**config.mk**
```make
export PLATFORM = sky130hd
export DESIGN_NAME = tcp_tx_arbiter
export DESIGN_NICKNAME = d
export VERILOG_FILES = /design/src/rtl/tx_arb_ctrl_pkg.sv /design/src/rtl/tcp_tx_pkg.sv /design/src/rtl/tcp_tx_arbiter.sv /design/src/rtl/tx_arb_regs.sv /design/src/rtl/tx_data_mux.sv /design/src/rtl/seq_queue.sv /design/src/rtl/meta_rr_arbiter.sv
export VERILOG_INCLUDE_DIRS = /design/src /design/src/rtl
export SDC_FILE = /design/constraint.sdc
export NUM_CORES = 1
export LEC_CHECK = 0
export ABC_CLOCK_PERIOD_IN_PS = 5150
export BUFFER_PORTS_ARGS = -buffer_cell sky130_fd_sc_hd__buf_2
export CORE_AREA = 2 2 271 273
export DETAILED_ROUTE_END_ITERATION = 8
export DIE_AREA = 0 0 273 275
export PLACE_DENSITY = 0.47
export SETUP_SLACK_MARGIN = 0.3
export SLEW_MARGIN = 40
export SYNTH_ARGS = -nofsm -noshare
export SYNTH_HDL_FRONTEND = slang
export SYNTH_SLANG_ARGS = --single-unit
export TNS_END_PERCENT = 30
```
**constraint.sdc**
```tcl
create_clock -name aclk -period 5.15 [get_ports aclk]
set_input_delay 0 -clock aclk [delete_from_list [all_inputs] [get_ports aclk]]
set_output_delay 0 -clock aclk [all_outputs]
set_load 0.03 [all_outputs]
```
**src/rtl/tx_arb_consts.svh**
```systemverilog
// Shared sizes for the TX arbitration stage
// Include wherever region, length or beat widths are needed
`ifndef TX_ARB_CONSTS_SVH
`define TX_ARB_CONSTS_SVH

// Regions
`define TX_N_REGIONS 4
`define TX_REGION_BITS 2

// Request fields
`define TX_SID_BITS 16
`define TX_LEN_BITS 16
`define TX_META_BITS (`TX_SID_BITS + `TX_LEN_BITS)

// Stream beat, 8 bytes
`define TX_DATA_BITS 64
`define TX_KEEP_BITS (`TX_DATA_BITS / 8)
`define TX_BEAT_LOG 3
`define TX_BEAT_CNT_BITS (`TX_LEN_BITS - `TX_BEAT_LOG)

// Outstanding requests
`define TX_QDEPTH 4

// Register port
`define TX_REG_OP_BITS 2
`define TX_REG_ADDR_BITS (`TX_REG_OP_BITS + `TX_REGION_BITS)
`define TX_REG_BITS 32
`define TX_CNT_BITS 16

`endif
```
**src/rtl/tx_arb_ctrl_pkg.sv**
```systemverilog
// Control enums for the data multiplexer FSM and the register port
`include "tx_arb_consts.svh"

package tx_arb_ctrl_pkg;

  // Data mux FSM
  typedef enum logic {
    MUX_IDLE = 1'b0,
    MUX_SEND = 1'b1
  } mux_state_t;

  // Upper address bits of the register port
  typedef enum logic [`TX_REG_OP_BITS-1:0] {
    REG_EN_MASK = 2'd0,
    REG_PKT_CNT = 2'd1
  } tx_reg_op_t;

endpackage

```
**src/rtl/tcp_tx_pkg.sv**
```systemverilog
// Request and status records seen by the regions and the TCP engine
// Import wherever the meta or status ports are typed
`include "tx_arb_consts.svh"

package tcp_tx_pkg;

  // Send request from a region
  typedef struct packed {
    logic [`TX_SID_BITS-1:0] sid;
    logic [`TX_LEN_BITS-1:0] len;
  } tcp_tx_meta_t;

  // Engine status, opaque to the arbiter
  typedef struct packed {
    logic [`TX_SID_BITS-1:0] sid;
    logic [`TX_LEN_BITS-1:0] len;
    logic                    error;
  } tcp_tx_stat_t;

endpackage

```
**src/rtl/tcp_tx_arbiter.sv**
```systemverilog
// Top of the TX arbitration stage for the multi-region TCP offload shell
// Requests, payload and statuses of all regions share one engine port
`timescale 1ns/1ps
`include "tx_arb_consts.svh"

module tcp_tx_arbiter import tcp_tx_pkg::*; (
  input  logic                                    aclk,
  input  logic                                    aresetn,
  // Region requests
  input  logic [`TX_N_REGIONS-1:0]                s_meta_valid,
  output logic [`TX_N_REGIONS-1:0]                s_meta_ready,
  input  logic [`TX_N_REGIONS*`TX_META_BITS-1:0]  s_meta_data,
  // Engine request
  output logic                                    m_meta_valid,
  input  logic                                    m_meta_ready,
  output tcp_tx_meta_t                            m_meta_data,
  // Status from engine, back to regions
  input  logic                                    s_stat_valid,
  output logic                                    s_stat_ready,
  input  tcp_tx_stat_t                            s_stat_data,
  output logic [`TX_N_REGIONS-1:0]                m_stat_valid,
  input  logic [`TX_N_REGIONS-1:0]                m_stat_ready,
  output tcp_tx_stat_t                            m_stat_data,
  // Region payload
  input  logic [`TX_N_REGIONS-1:0]                s_data_valid,
  output logic [`TX_N_REGIONS-1:0]                s_data_ready,
  input  logic [`TX_N_REGIONS*`TX_DATA_BITS-1:0]  s_data_tdata,
  input  logic [`TX_N_REGIONS*`TX_KEEP_BITS-1:0]  s_data_tkeep,
  input  logic [`TX_N_REGIONS-1:0]                s_data_tlast,
  // Engine payload
  output logic                                    m_data_valid,
  input  logic                                    m_data_ready,
  output logic [`TX_DATA_BITS-1:0]                m_data_tdata,
  output logic [`TX_KEEP_BITS-1:0]                m_data_tkeep,
  output logic                                    m_data_tlast,
  // Registers
  input  logic                                    reg_wr,
  input  logic                                    reg_rd,
  input  logic [`TX_REG_ADDR_BITS-1:0]            reg_addr,
  input  logic [`TX_REG_BITS-1:0]                 reg_wdata,
  output logic [`TX_REG_BITS-1:0]                 reg_rdata
);

  logic [`TX_REGION_BITS-1:0]             grant_id;
  logic                                   out_ready;
  logic [`TX_N_REGIONS-1:0]               en_mask;
  logic                                   lq_full, lq_empty, lq_pop;
  logic [`TX_REGION_BITS+`TX_LEN_BITS-1:0] lq_head;
  logic                                   rq_full, rq_empty, rq_pop;
  logic [`TX_REGION_BITS-1:0]             rq_head;
  logic                                   done;
  logic [`TX_REGION_BITS-1:0]             done_id;

  // --------------------
  // Request path
  // --------------------
  // Stall everyone unless engine and both queues can take it
  assign out_ready = m_meta_ready & ~lq_full & ~rq_full;

  meta_rr_arbiter i_arb (
    .aclk, .aresetn,
    .s_meta_valid, .s_meta_ready, .s_meta_data,
    .en_mask, .out_ready,
    .m_meta_valid, .m_meta_data, .grant_id
  );

  // Region and length, consumed by the data mux
  seq_queue #(.WIDTH(`TX_REGION_BITS + `TX_LEN_BITS), .DEPTH(`TX_QDEPTH)) i_len_q (
    .aclk, .aresetn,
    .push(m_meta_valid), .push_data({grant_id, m_meta_data.len}), .full(lq_full),
    .pop(lq_pop), .head(lq_head), .empty(lq_empty)
  );

  // Region only, consumed by status routing
  seq_queue #(.WIDTH(`TX_REGION_BITS), .DEPTH(`TX_QDEPTH)) i_reg_q (
    .aclk, .aresetn,
    .push(m_meta_valid), .push_data(grant_id), .full(rq_full),
    .pop(rq_pop), .head(rq_head), .empty(rq_empty)
  );

  // --------------------
  // Data path
  // --------------------
  tx_data_mux i_mux (
    .aclk, .aresetn,
    .q_head(lq_head), .q_empty(lq_empty), .q_pop(lq_pop),
    .s_data_valid, .s_data_ready, .s_data_tdata, .s_data_tkeep, .s_data_tlast,
    .m_data_valid, .m_data_ready, .m_data_tdata, .m_data_tkeep, .m_data_tlast,
    .done, .done_id
  );

  tx_arb_regs i_regs (
    .aclk, .aresetn,
    .reg_wr, .reg_rd, .reg_addr, .reg_wdata, .reg_rdata,
    .done, .done_id, .en_mask
  );

  // --------------------
  // Status routing
  // --------------------
  // Oldest outstanding request owns the next status
  for (genvar i = 0; i < `TX_N_REGIONS; i++) begin : g_stat
    assign m_stat_valid[i] = s_stat_valid && !rq_empty
                             && (rq_head == `TX_REGION_BITS'(i));
  end
  assign m_stat_data  = s_stat_data;
  assign s_stat_ready = !rq_empty && m_stat_ready[rq_head];
  assign rq_pop       = s_stat_valid & s_stat_ready;

endmodule

```
**src/rtl/tx_arb_regs.sv**
```systemverilog
// Control registers beside the arbiter
// Region enable mask plus read-only completed-packet counters
`timescale 1ns/1ps
`include "tx_arb_consts.svh"

module tx_arb_regs import tx_arb_ctrl_pkg::*; (
  input  logic                         aclk,
  input  logic                         aresetn,
  input  logic                         reg_wr,
  input  logic                         reg_rd,
  input  logic [`TX_REG_ADDR_BITS-1:0] reg_addr,
  input  logic [`TX_REG_BITS-1:0]      reg_wdata,
  output logic [`TX_REG_BITS-1:0]      reg_rdata,
  input  logic                         done,
  input  logic [`TX_REGION_BITS-1:0]   done_id,
  output logic [`TX_N_REGIONS-1:0]     en_mask
);

  tx_reg_op_t                 op;
  logic [`TX_REGION_BITS-1:0] idx;
  logic [`TX_CNT_BITS-1:0]    pkt_cnt [`TX_N_REGIONS];

  // Opcode on top, region index below
  assign op  = tx_reg_op_t'(reg_addr[`TX_REG_ADDR_BITS-1 -: `TX_REG_OP_BITS]);
  assign idx = reg_addr[`TX_REGION_BITS-1:0];

  // Mask, all regions on after reset
  always_ff @(posedge aclk) begin
    if (!aresetn) begin
      en_mask <= '1;
    end else if (reg_wr && op == REG_EN_MASK) begin
      en_mask <= reg_wdata[`TX_N_REGIONS-1:0];
    end
  end

  // Packet counters, wrap at 16 bits
  always_ff @(posedge aclk) begin
    if (!aresetn) begin
      for (int i = 0; i < `TX_N_REGIONS; i++) begin
        pkt_cnt[i] <= '0;
      end
    end else if (done) begin
      pkt_cnt[done_id] <= pkt_cnt[done_id] + 1'b1;
    end
  end

  // Registered read, unknown opcodes read zero
  always_ff @(posedge aclk) begin
    if (!aresetn) begin
      reg_rdata <= '0;
    end else if (reg_rd) begin
      case (op)
        REG_EN_MASK: reg_rdata <= `TX_REG_BITS'(en_mask);
        REG_PKT_CNT: reg_rdata <= `TX_REG_BITS'(pkt_cnt[idx]);
        default:     reg_rdata <= '0;
      endcase
    end
  end

endmodule

```
**src/rtl/tx_data_mux.sv**
```systemverilog
// Forwards the payload beats of each granted request, in grant order
// Pops the length queue and switches one region stream through to the output
`timescale 1ns/1ps
`include "tx_arb_consts.svh"

module tx_data_mux import tx_arb_ctrl_pkg::*; (
  input  logic                                    aclk,
  input  logic                                    aresetn,
  input  logic [`TX_REGION_BITS+`TX_LEN_BITS-1:0] q_head,
  input  logic                                    q_empty,
  output logic                                    q_pop,
  input  logic [`TX_N_REGIONS-1:0]                s_data_valid,
  output logic [`TX_N_REGIONS-1:0]                s_data_ready,
  input  logic [`TX_N_REGIONS*`TX_DATA_BITS-1:0]  s_data_tdata,
  input  logic [`TX_N_REGIONS*`TX_KEEP_BITS-1:0]  s_data_tkeep,
  input  logic [`TX_N_REGIONS-1:0]                s_data_tlast,
  output logic                                    m_data_valid,
  input  logic                                    m_data_ready,
  output logic [`TX_DATA_BITS-1:0]                m_data_tdata,
  output logic [`TX_KEEP_BITS-1:0]                m_data_tkeep,
  output logic                                    m_data_tlast,
  output logic                                    done,
  output logic [`TX_REGION_BITS-1:0]              done_id
);

  mux_state_t                   state;
  logic [`TX_REGION_BITS-1:0]   region_sel;
  logic [`TX_BEAT_CNT_BITS-1:0] last_beat;
  logic [`TX_BEAT_CNT_BITS-1:0] beat_cnt;

  logic [`TX_REGION_BITS-1:0]   head_region;
  logic [`TX_LEN_BITS-1:0]      head_len;
  logic [`TX_BEAT_CNT_BITS-1:0] head_words;
  logic [`TX_BEAT_CNT_BITS-1:0] head_last;
  logic                         beat_xfer;
  logic                         final_beat;

  // --------------------
  // Beat count
  // --------------------
  assign head_len    = q_head[`TX_LEN_BITS-1:0];
  assign head_region = q_head[`TX_LEN_BITS +: `TX_REGION_BITS];
  assign head_words  = head_len[`TX_LEN_BITS-1:`TX_BEAT_LOG];

  // Index of last beat, ceil(len/8) - 1
  // zero length still sends one beat
  assign head_last = (head_words == '0) ? '0 :
                     (|head_len[`TX_BEAT_LOG-1:0]) ? head_words : head_words - 1'b1;

  assign beat_xfer  = m_data_valid & m_data_ready;
  assign final_beat = (state == MUX_SEND) & beat_xfer & (beat_cnt == last_beat);

  // Load from idle, or back to back after the last beat
  assign q_pop = !q_empty && ((state == MUX_IDLE) || final_beat);

  // --------------------
  // FSM
  // --------------------
  always_ff @(posedge aclk) begin
    if (!aresetn) begin
      state    <= MUX_IDLE;
      beat_cnt <= '0;
    end else begin
      if (q_pop) begin
        state    <= MUX_SEND;
        beat_cnt <= '0;
      end else if (final_beat) begin
        state <= MUX_IDLE;
      end else if (beat_xfer) begin
        // Stalls hold the count
        beat_cnt <= beat_cnt + 1'b1;
      end
    end
  end

  // Latched packet
  always_ff @(posedge aclk) begin
    if (q_pop) begin
      region_sel <= head_region;
      last_beat  <= head_last;
    end
  end

  // --------------------
  // Stream switch
  // --------------------
  assign m_data_valid = (state == MUX_SEND) & s_data_valid[region_sel];
  assign m_data_tdata = s_data_tdata[region_sel*`TX_DATA_BITS +: `TX_DATA_BITS];
  assign m_data_tkeep = s_data_tkeep[region_sel*`TX_KEEP_BITS +: `TX_KEEP_BITS];
  assign m_data_tlast = s_data_tlast[region_sel];

  // Only the selected region sees ready
  for (genvar i = 0; i < `TX_N_REGIONS; i++) begin : g_ready
    assign s_data_ready[i] = (state == MUX_SEND) && (region_sel == `TX_REGION_BITS'(i))
                             && m_data_ready;
  end

  assign done    = final_beat;
  assign done_id = region_sel;

  a_idle_quiet: assert property (@(posedge aclk) disable iff (!aresetn)
    (state == MUX_IDLE) |-> !m_data_valid);

endmodule

```
**src/rtl/seq_queue.sv**
```systemverilog
// Small FIFO for the order of in-flight requests
// Head is read combinationally, a push shows at the head one cycle later
`timescale 1ns/1ps

module seq_queue #(
  parameter int unsigned WIDTH = 8,
  parameter int unsigned DEPTH = 4
) (
  input  logic             aclk,
  input  logic             aresetn,
  input  logic             push,
  input  logic [WIDTH-1:0] push_data,
  output logic             full,
  input  logic             pop,
  output logic [WIDTH-1:0] head,
  output logic             empty
);

  localparam int unsigned PTR_BITS = $clog2(DEPTH);
  localparam int unsigned CNT_BITS = $clog2(DEPTH + 1);

  logic [WIDTH-1:0]    mem [DEPTH];
  logic [PTR_BITS-1:0] wr_ptr;
  logic [PTR_BITS-1:0] rd_ptr;
  logic [CNT_BITS-1:0] count;

  assign full  = (count == CNT_BITS'(DEPTH));
  assign empty = (count == '0);
  assign head  = mem[rd_ptr];

  // Storage
  always_ff @(posedge aclk) begin
    if (push) begin
      mem[wr_ptr] <= push_data;
    end
  end

  // Pointers wrap at DEPTH
  always_ff @(posedge aclk) begin
    if (!aresetn) begin
      wr_ptr <= '0;
      rd_ptr <= '0;
      count  <= '0;
    end else begin
      if (push) begin
        wr_ptr <= (wr_ptr == PTR_BITS'(DEPTH - 1)) ? '0 : wr_ptr + 1'b1;
      end
      if (pop) begin
        rd_ptr <= (rd_ptr == PTR_BITS'(DEPTH - 1)) ? '0 : rd_ptr + 1'b1;
      end
      // Occupancy holds on push with pop
      if (push && !pop) begin
        count <= count + 1'b1;
      end else if (pop && !push) begin
        count <= count - 1'b1;
      end
    end
  end

  a_no_overflow: assert property (@(posedge aclk) disable iff (!aresetn) push |-> !full);
  a_no_underflow: assert property (@(posedge aclk) disable iff (!aresetn) pop |-> !empty);

endmodule

```
**src/rtl/meta_rr_arbiter.sv**
```systemverilog
// Round-robin grant over the per-region send requests
// Grant is combinational and only fires when out_ready is high
`timescale 1ns/1ps
`include "tx_arb_consts.svh"

module meta_rr_arbiter import tcp_tx_pkg::*; (
  input  logic                                      aclk,
  input  logic                                      aresetn,
  input  logic [`TX_N_REGIONS-1:0]                  s_meta_valid,
  output logic [`TX_N_REGIONS-1:0]                  s_meta_ready,
  input  logic [`TX_N_REGIONS*`TX_META_BITS-1:0]    s_meta_data,
  input  logic [`TX_N_REGIONS-1:0]                  en_mask,
  input  logic                                      out_ready,
  output logic                                      m_meta_valid,
  output tcp_tx_meta_t                              m_meta_data,
  output logic [`TX_REGION_BITS-1:0]                grant_id
);

  logic [`TX_REGION_BITS-1:0] rr_ptr;
  logic [`TX_REGION_BITS-1:0] sel;
  logic [`TX_REGION_BITS-1:0] idx;
  logic [`TX_N_REGIONS-1:0]   req;
  logic                       any_req;
  logic                       grant;

  // Search from the pointer, first hit wins
  always_comb begin
    req     = s_meta_valid & en_mask;
    any_req = 1'b0;
    sel     = rr_ptr;
    idx     = rr_ptr;
    for (int i = 0; i < `TX_N_REGIONS; i++) begin
      // Index wraps in the region width
      idx = rr_ptr + i[`TX_REGION_BITS-1:0];
      if (!any_req && req[idx]) begin
        any_req = 1'b1;
        sel     = idx;
      end
    end
  end

  // Engine and both queues must take it this cycle
  assign grant        = any_req & out_ready;
  assign s_meta_ready = grant ? (`TX_N_REGIONS'(1) << sel) : '0;
  assign m_meta_valid = grant;
  assign m_meta_data  = s_meta_data[sel*`TX_META_BITS +: `TX_META_BITS];
  assign grant_id     = sel;

  // Next search starts after the winner
  always_ff @(posedge aclk) begin
    if (!aresetn) begin
      rr_ptr <= '0;
    end else if (grant) begin
      rr_ptr <= sel + 1'b1;
    end
  end

  // --------------------
  // Checks
  // --------------------
  a_ready_onehot: assert property (@(posedge aclk) disable iff (!aresetn)
    $onehot0(s_meta_ready));
  a_grant_enabled: assert property (@(posedge aclk) disable iff (!aresetn)
    (|s_meta_ready) |-> ((s_meta_ready & ~en_mask) == '0));

endmodule

```
# Word level (Yosys, flattened, before mapping)
# Memory sizes are Yosys's and may differ from the RTL's. A register that Yosys moved wholly into a read port is not among the register bits.
# Cells that the tools add are included.
# Widths: inputs -> output; s select.
[word_totals] register_bits=81 in_bits=508 output_inout_bits=185 memories=3 mem_bits_rw=144 elab_cells=162
[classes] muxes=48 n_eq_ne=14 shifts=4 n_lt_le_gt_ge=6 add_sub_neg=15 bitwise=14 reduce_logical=45
[memory_table] memory="i_len_q.mem" depth=4 width=18 rd=1 rd_clocked_by_memory_dff=1 wr=1 line_no="seq_queue.sv:22" rtl="logic [WIDTH-1:0] mem [DEPTH];"
[memory_table] memory="i_regs.pkt_cnt" depth=4 width=16 rd=2 rd_clocked_by_memory_dff=1 wr=4 line_no="tx_arb_regs.sv:21" rtl="logic [`TX_CNT_BITS-1:0] pkt_cnt [`TX_N_REGIONS];"
[memory_table] memory="i_reg_q.mem" depth=4 width=2 rd=1 rd_clocked_by_memory_dff=1 wr=1 line_no="seq_queue.sv:22"
[ops] cell="$shiftx 256x9->64" count=1
[ops] cell="$shiftx 128x8->32" count=1
[ops] cell="$pmux 16 s2" count=1
[ops] cell="$shiftx 32x6->8" count=1
[ops] cell="$mux 2" count=13
[ops] cell="$logic_and 1x1->1" count=23
[ops] cell="$mux 1" count=20
[ops] cell="$lt 2x3->1 const B" count=6
[ops] cell="$add 16x1->16 const B" count=1
[ops] cell="$eq 2x2->1 const B" count=8
[ops] cell="$mux 16" count=1
[ops] cell="$reduce_or 16->1" count=1
[ops] cell="$bmux 1 s2" count=7
[ops] cell="$add 13x1->13 const B" count=1
[ops] cell="$eq 13x13->1" count=1
[ops] cell="$logic_not 13->1" count=1
[ops] cell="$mux 13" count=1
[ops] cell="$sub 13x1->13 const B" count=1
[ops] cell="$add 2x1->2 const B" count=6
[ops] cell="$mux 3" count=4
[ops] cell="$and 1x1->1" count=8
[ops] cell="$logic_not 1->1" count=8
[ops] cell="$add 3x1->3 const B" count=2
[ops] cell="$eq 2x1->1 const B" count=3
[ops] cell="14 further kinds" count=26

# Longest topological paths before layout
[logic_depth] depth_word=18 mapped_depth=13

# Modules after synthesis
# A second synthesis with hierarchy kept.
[unflattened] hier_cells=1118 area_unflattened_um2=13668.1
[by_module_without_submodules] mod="tx_arb_regs" cells_each=395 area_each_um2=4808.4 instances=1
[by_module_without_submodules] mod="tx_data_mux" cells_each=267 area_each_um2=3464.6 instances=1
[by_module_without_submodules] mod="seq_queue (i_len_q)" cells_each=138 area_each_um2=3096.7 instances=1
[by_module_without_submodules] mod="meta_rr_arbiter" cells_each=223 area_each_um2=1222.4 instances=1
[by_module_without_submodules] mod="seq_queue (i_reg_q)" cells_each=54 area_each_um2=742.0 instances=1
[by_module_without_submodules] mod="tcp_tx_arbiter" cells_each=41 area_each_um2=334.1 instances=1

# Worst setup path after synthesis
# OpenSTA, ideal clock, no wires.
[synth_path] path_kind="flip-flop to flip-flop" startpoint="register i_mux.region_sel[0] (netlist: i_mux.done_id[0])" endpoint="register i_len_q.count[2]" t_arrival_ns=3.373 period_less_slack_ns=3.443 slack_ns=1.707 setup_ns=0.070 stages_incl_launch_ff=14 cell_sequence="edfxtp_1 -> clkbuf_1 -> mux4_2 -> nor2b_1 -> clkbuf_1 -> nand2_1 -> o21ai_1 -> inv_1 -> ha_1 -> inv_1 -> fa_1 -> xor2_1 -> or3_1 -> a21oi_1"
[synth_between] elab_chain_len=11
[synth_rtl] item="from (decl)" line_no="tx_data_mux.sv:27" rtl="logic [`TX_REGION_BITS-1:0] region_sel;"
[synth_rtl] item="from (signal assigned)" line_no="tx_data_mux.sv:79" rtl="region_sel <= head_region;"
[synth_rtl] item="$bmux 1 s2 (*)" line_no="tx_data_mux.sv:87" rtl="assign m_data_valid = (state == MUX_SEND) & s_data_valid[region_sel];"
[synth_rtl] item="$mux 1 (implied by the code) (*)" line_no="tx_data_mux.sv:87"
[synth_rtl] item="$and 1x1->1 (*)" line_no="tx_data_mux.sv:87"
[synth_rtl] item="$and 1x1->1 (*)" line_no="tx_data_mux.sv:50" rtl="assign beat_xfer = m_data_valid & m_data_ready;"
[synth_rtl] item="$and 1x1->1 (*) (2 in series)" line_no="tx_data_mux.sv:51" rtl="assign final_beat = (state == MUX_SEND) & beat_xfer & (beat_cnt == last_beat);"
[synth_rtl] item="$logic_or 1x1->1 (*)" line_no="tx_data_mux.sv:54" rtl="assign q_pop = !q_empty && ((state == MUX_IDLE) || final_beat);"
[synth_rtl] item="$logic_and 1x1->1 (*)" line_no="tx_data_mux.sv:54"
[synth_rtl] item="via i_len_q.pop" line_no="seq_queue.sv:14" rtl="input logic pop,"
[synth_rtl] item="$logic_not 1->1" line_no="seq_queue.sv:52" rtl="if (push && !pop) begin"
[synth_rtl] item="$logic_and 1x1->1" line_no="seq_queue.sv:52"
[synth_rtl] item="$mux 3 or $reduce_bool 2->1 (tied branches)"
[synth_rtl] item="to (signal assigned)" line_no="seq_queue.sv:53" rtl="count <= count + 1'b1;"
[synth_rtl] item="to (signal assigned)" line_no="seq_queue.sv:55" rtl="count <= count - 1'b1;"
[synth_rtl] item="to (decl)" line_no="seq_queue.sv:25" rtl="logic [CNT_BITS-1:0] count;"
# Mark *: on every way through the listed nets, which the timed path passes. The rest lies on a longest branch. The select of a mux whose other input is x is not followed.
# A chain may end at the register's enable or synchronous reset.

==> flow_summary.json <==
{
  "cpLargestDelayFamily": "simple AND/OR/NAND/NOR gates",
  "cp-end-kind": "flip-flop",
  "synth_warnings": 0,
  "critPathSlowestCell": "dfxtp_1",
  "vdd_ir_drop_max_v": 0.000267,
  "drt_wl_total_um": 58400,
  "worst-path-buf-inv": 0,
  "yosysTopAreaCellShare_pct": 36.5,
  "slew_viol_final": 0,
  "ios": 693,
  "setup_viol": 0,
  "drive_gt1_share_pct": 49.7,
  "crit_arrival_ps": 3640,
  "avgSynthCellArea_um2": 13.1,
  "p_comb_share_pct": 51.2,
  "antenna_found_initial": 51,
  "synthDistinctLibCells": 55,
  "skew_ps": 22.7,
  "grt_overflow_total": 0,
  "fin_tns_setup_ps": 0,
  "cts_root_buf": "clkbuf_16",
  "reg2regPathDepth": 5,
  "grt_pass1_vias": 10957,
  "p_leak_nw": 7.40,
  "hold_viol": 0,
  "cts_sinks": 215,
  "netlist_top_cells_count": "edfxtp_1, mux4_2, mux2i_1, nor2_1, dfxtp_1",
  "netlist_instances": 1003,
  "max_freq_mhz": 294,
  "critical_path.max_fanout": 12,
  "max_slew_margin_pct": 47.3,
  "hold_path.class": "primary input to primary output",
  "grt_usage_pct": 14.6,
  "viasPerCell": 4.31,
  "multi_input_area_um2": 6580,
  "coreArea_um2": 72300,
  "p_sw_w": 0.00355,
  "cp_cell_sequence": "mux4_1 > or4_4 > or3_4 > nor4b_4 > nor2_1",
  "cpPeakStageDelay_ps": 720,
  "cts_setup_buffers": 0,
  "fp-row-count": 99,
  "status": "completed",
  "holdPathStages": 0,
  "synth_top_area_cell": "edfxtp_1",
  "power-per-cell-area_nw_per_um2": 473,
  "initial_core_util_pct": 18.1,
  "min_period_ps": 3410,
  "num_vias": 10937,
  "p_int_w": 0.00491,
  "yosysMostFrequentCell": "edfxtp_1",
  "clk_latency_ps": 530,
  "startpoint_type": "flip-flop",
  "maxCapViolCount": 0,
  "gp_congestion": 0.912,
  "synthFlopType": "edfxtp_1",
  "die_x_um": 273,
  "power_switching_share_pct": 42.0,
  "path_depth": 5,
  "grt_max_degree": 69,
  "syn_area_um2": 13100,
  "cts_made_buffers": 26,
  "rsz0062_at_grt": "no",
  "htreeDepth": 1,
  "ys_seq_area_share_pct": 45.0,
  "synth-edff-count": 159,
  "ant_nets": 0,
  "dp_hpwl_um": 48400,
  "pwr-share-clk_pct": 20.3,
  "drtIter0Drc": 522,
  "clock_path_buffers": 3,
  "sequentialPowerShare_pct": 28.5,
  "wire_per_inst_um": 23.0,
  "fin_nets": 2082,
  "tightest_slew_ps": 789,
  "drc": 0,
  "fillers": 7760,
  "synth_seq_cells": 215,
  "cts_tree": "yes",
  "port_buffers": 582,
  "die_h_um": 275,
  "crit_type": "flip-flop to flip-flop",
  "async_flop_share_pct": 0,
  "areaGrowthSynthToFinish_pct": 36.5,
  "crit_required_ps": 5380,
  "post-route-period-util_pct": 66.2,
  "grt_first_pass_wirelength_um": 78400,
  "drt_pass1_iterations": 5,
  "yosys-top-cells-area": "edfxtp_1, mux4_2, mux2i_1",
  "dieArea_um2": 75100,
  "regArea_um2": 5900,
  "finalHoldWorstSlack_ps": 0.0497,
  "clk_pin_slew_worst_paths_ps": 60
}
==> through the flow <==
stage	util (%)	area (µm²)	setup slack, ps	power [W]	cells
after global routing	24.7	17900	1540	0.00895	2538
after detailed placement	23.3	16900	1620	0.00684	2466
after CTS	24.7	17800	1620	0.00859	2531
final	24.7	17900	1740	0.00846	2538
after floorplan	-	13100	1710	0.00552	1018
after global placement	23.2	16800	1720	0.00677	2461
==> area by class of cell <==
class                   instances  area share, %
clock inverters                11          0.427
inverters                      24          0.504
diodes                          7         0.0980
clock buffers                  37           4.05
multi-input cells             664           36.8
repair buffers                621           18.4
well taps                     959           6.72
flip-flops and latches        215           33.0
==> power by group through the flow <==
| stage | Combinational, W | Clock (W) | Sequential [W] |
|---|---|---|---|
| finish | 0.00433 | 0.00172 | 0.00241 |
| global route | 0.00466 | 0.00184 | 0.00245 |
| CTS | 0.00440 | 0.00176 | 0.00242 |
| detailed placement | 0.00438 | 0 | 0.00246 |
| global placement | 0.00433 | 0 | 0.00244 |
| floorplan | 0.00319 | 0 | 0.00233 |
==> metal layers <==
layer	GRT usage (%)	share of wire, %
met1	16.0	36
met2	27.2	52
met3	3.46	7.5
met4	5.57	3.7
met5	0.752	0.29
==> placed cells by master (no fill, tap or decap), drive strengths merged, types with 17 or more instances in the layout <==
cell         count
nand2b          29
dlygate4sd3     17
nand2           30
and2            18
xor2            25
dfxtp           56
buf            604
nor2            92
mux2i          117
clkbuf          37
ha              20
a21oi           42
mux4           124
edfxtp         159
inv             24
==> timing repair <==
item                                   4_1_cts  5_1_grt
hold buffers                                17        0
endpoints found under the hold margin       18        0
resized for setup                            0        0
==> worst register-to-register path, stage by stage (launching register included) <==
cell	delay, ps
dfxtp_1	720
mux4_1	710
or4_4	560
or3_4	410
nor4b_4	580
nor2_1	150
==> final timing paths <==
kind	start	to	slack, ps
hold / removal	s_stat_data[0]	m_stat_data[0]	0.05
setup / recovery	flip-flop	i_mux.last_beat[7]	1740
hold reg to reg	i_regs.reg_rdata[12]	i_regs.reg_rdata[12]	470
setup reg to reg	flip-flop	i_mux.last_beat[7]	1740
==> flip-flops by register name (all words and copies together), names as in the netlist, 3 cells and up, named ones only <==
name / count
i_mux.beat_cnt: 13
i_regs.en_mask: 4
i_mux.last_beat: 13
i_reg_q.count: 3
i_len_q.count: 3
i_regs.reg_rdata: 16
i_regs.pkt_cnt: 64
i_reg_q.mem: 8
i_len_q.mem: 72
==> logic make-up (layout without fill, tap and decap cells) <==
group / Yosys count / count (layout) / synth area share, %
simple gates: 260 / 260 / 10.3
xor+xnor: 35 / 35 / 2.34
other cells: 1 / 23 / 0.0286
buf+inv: 139 / 693 / 5.51
mux: 244 / 244 / 30.7
compound gates: 87 / 87 / 3.87
flops: 215 / 215 / 45.0
fa+ha+maj: 22 / 22 / 2.22
(Power assumes the default switching activity.)
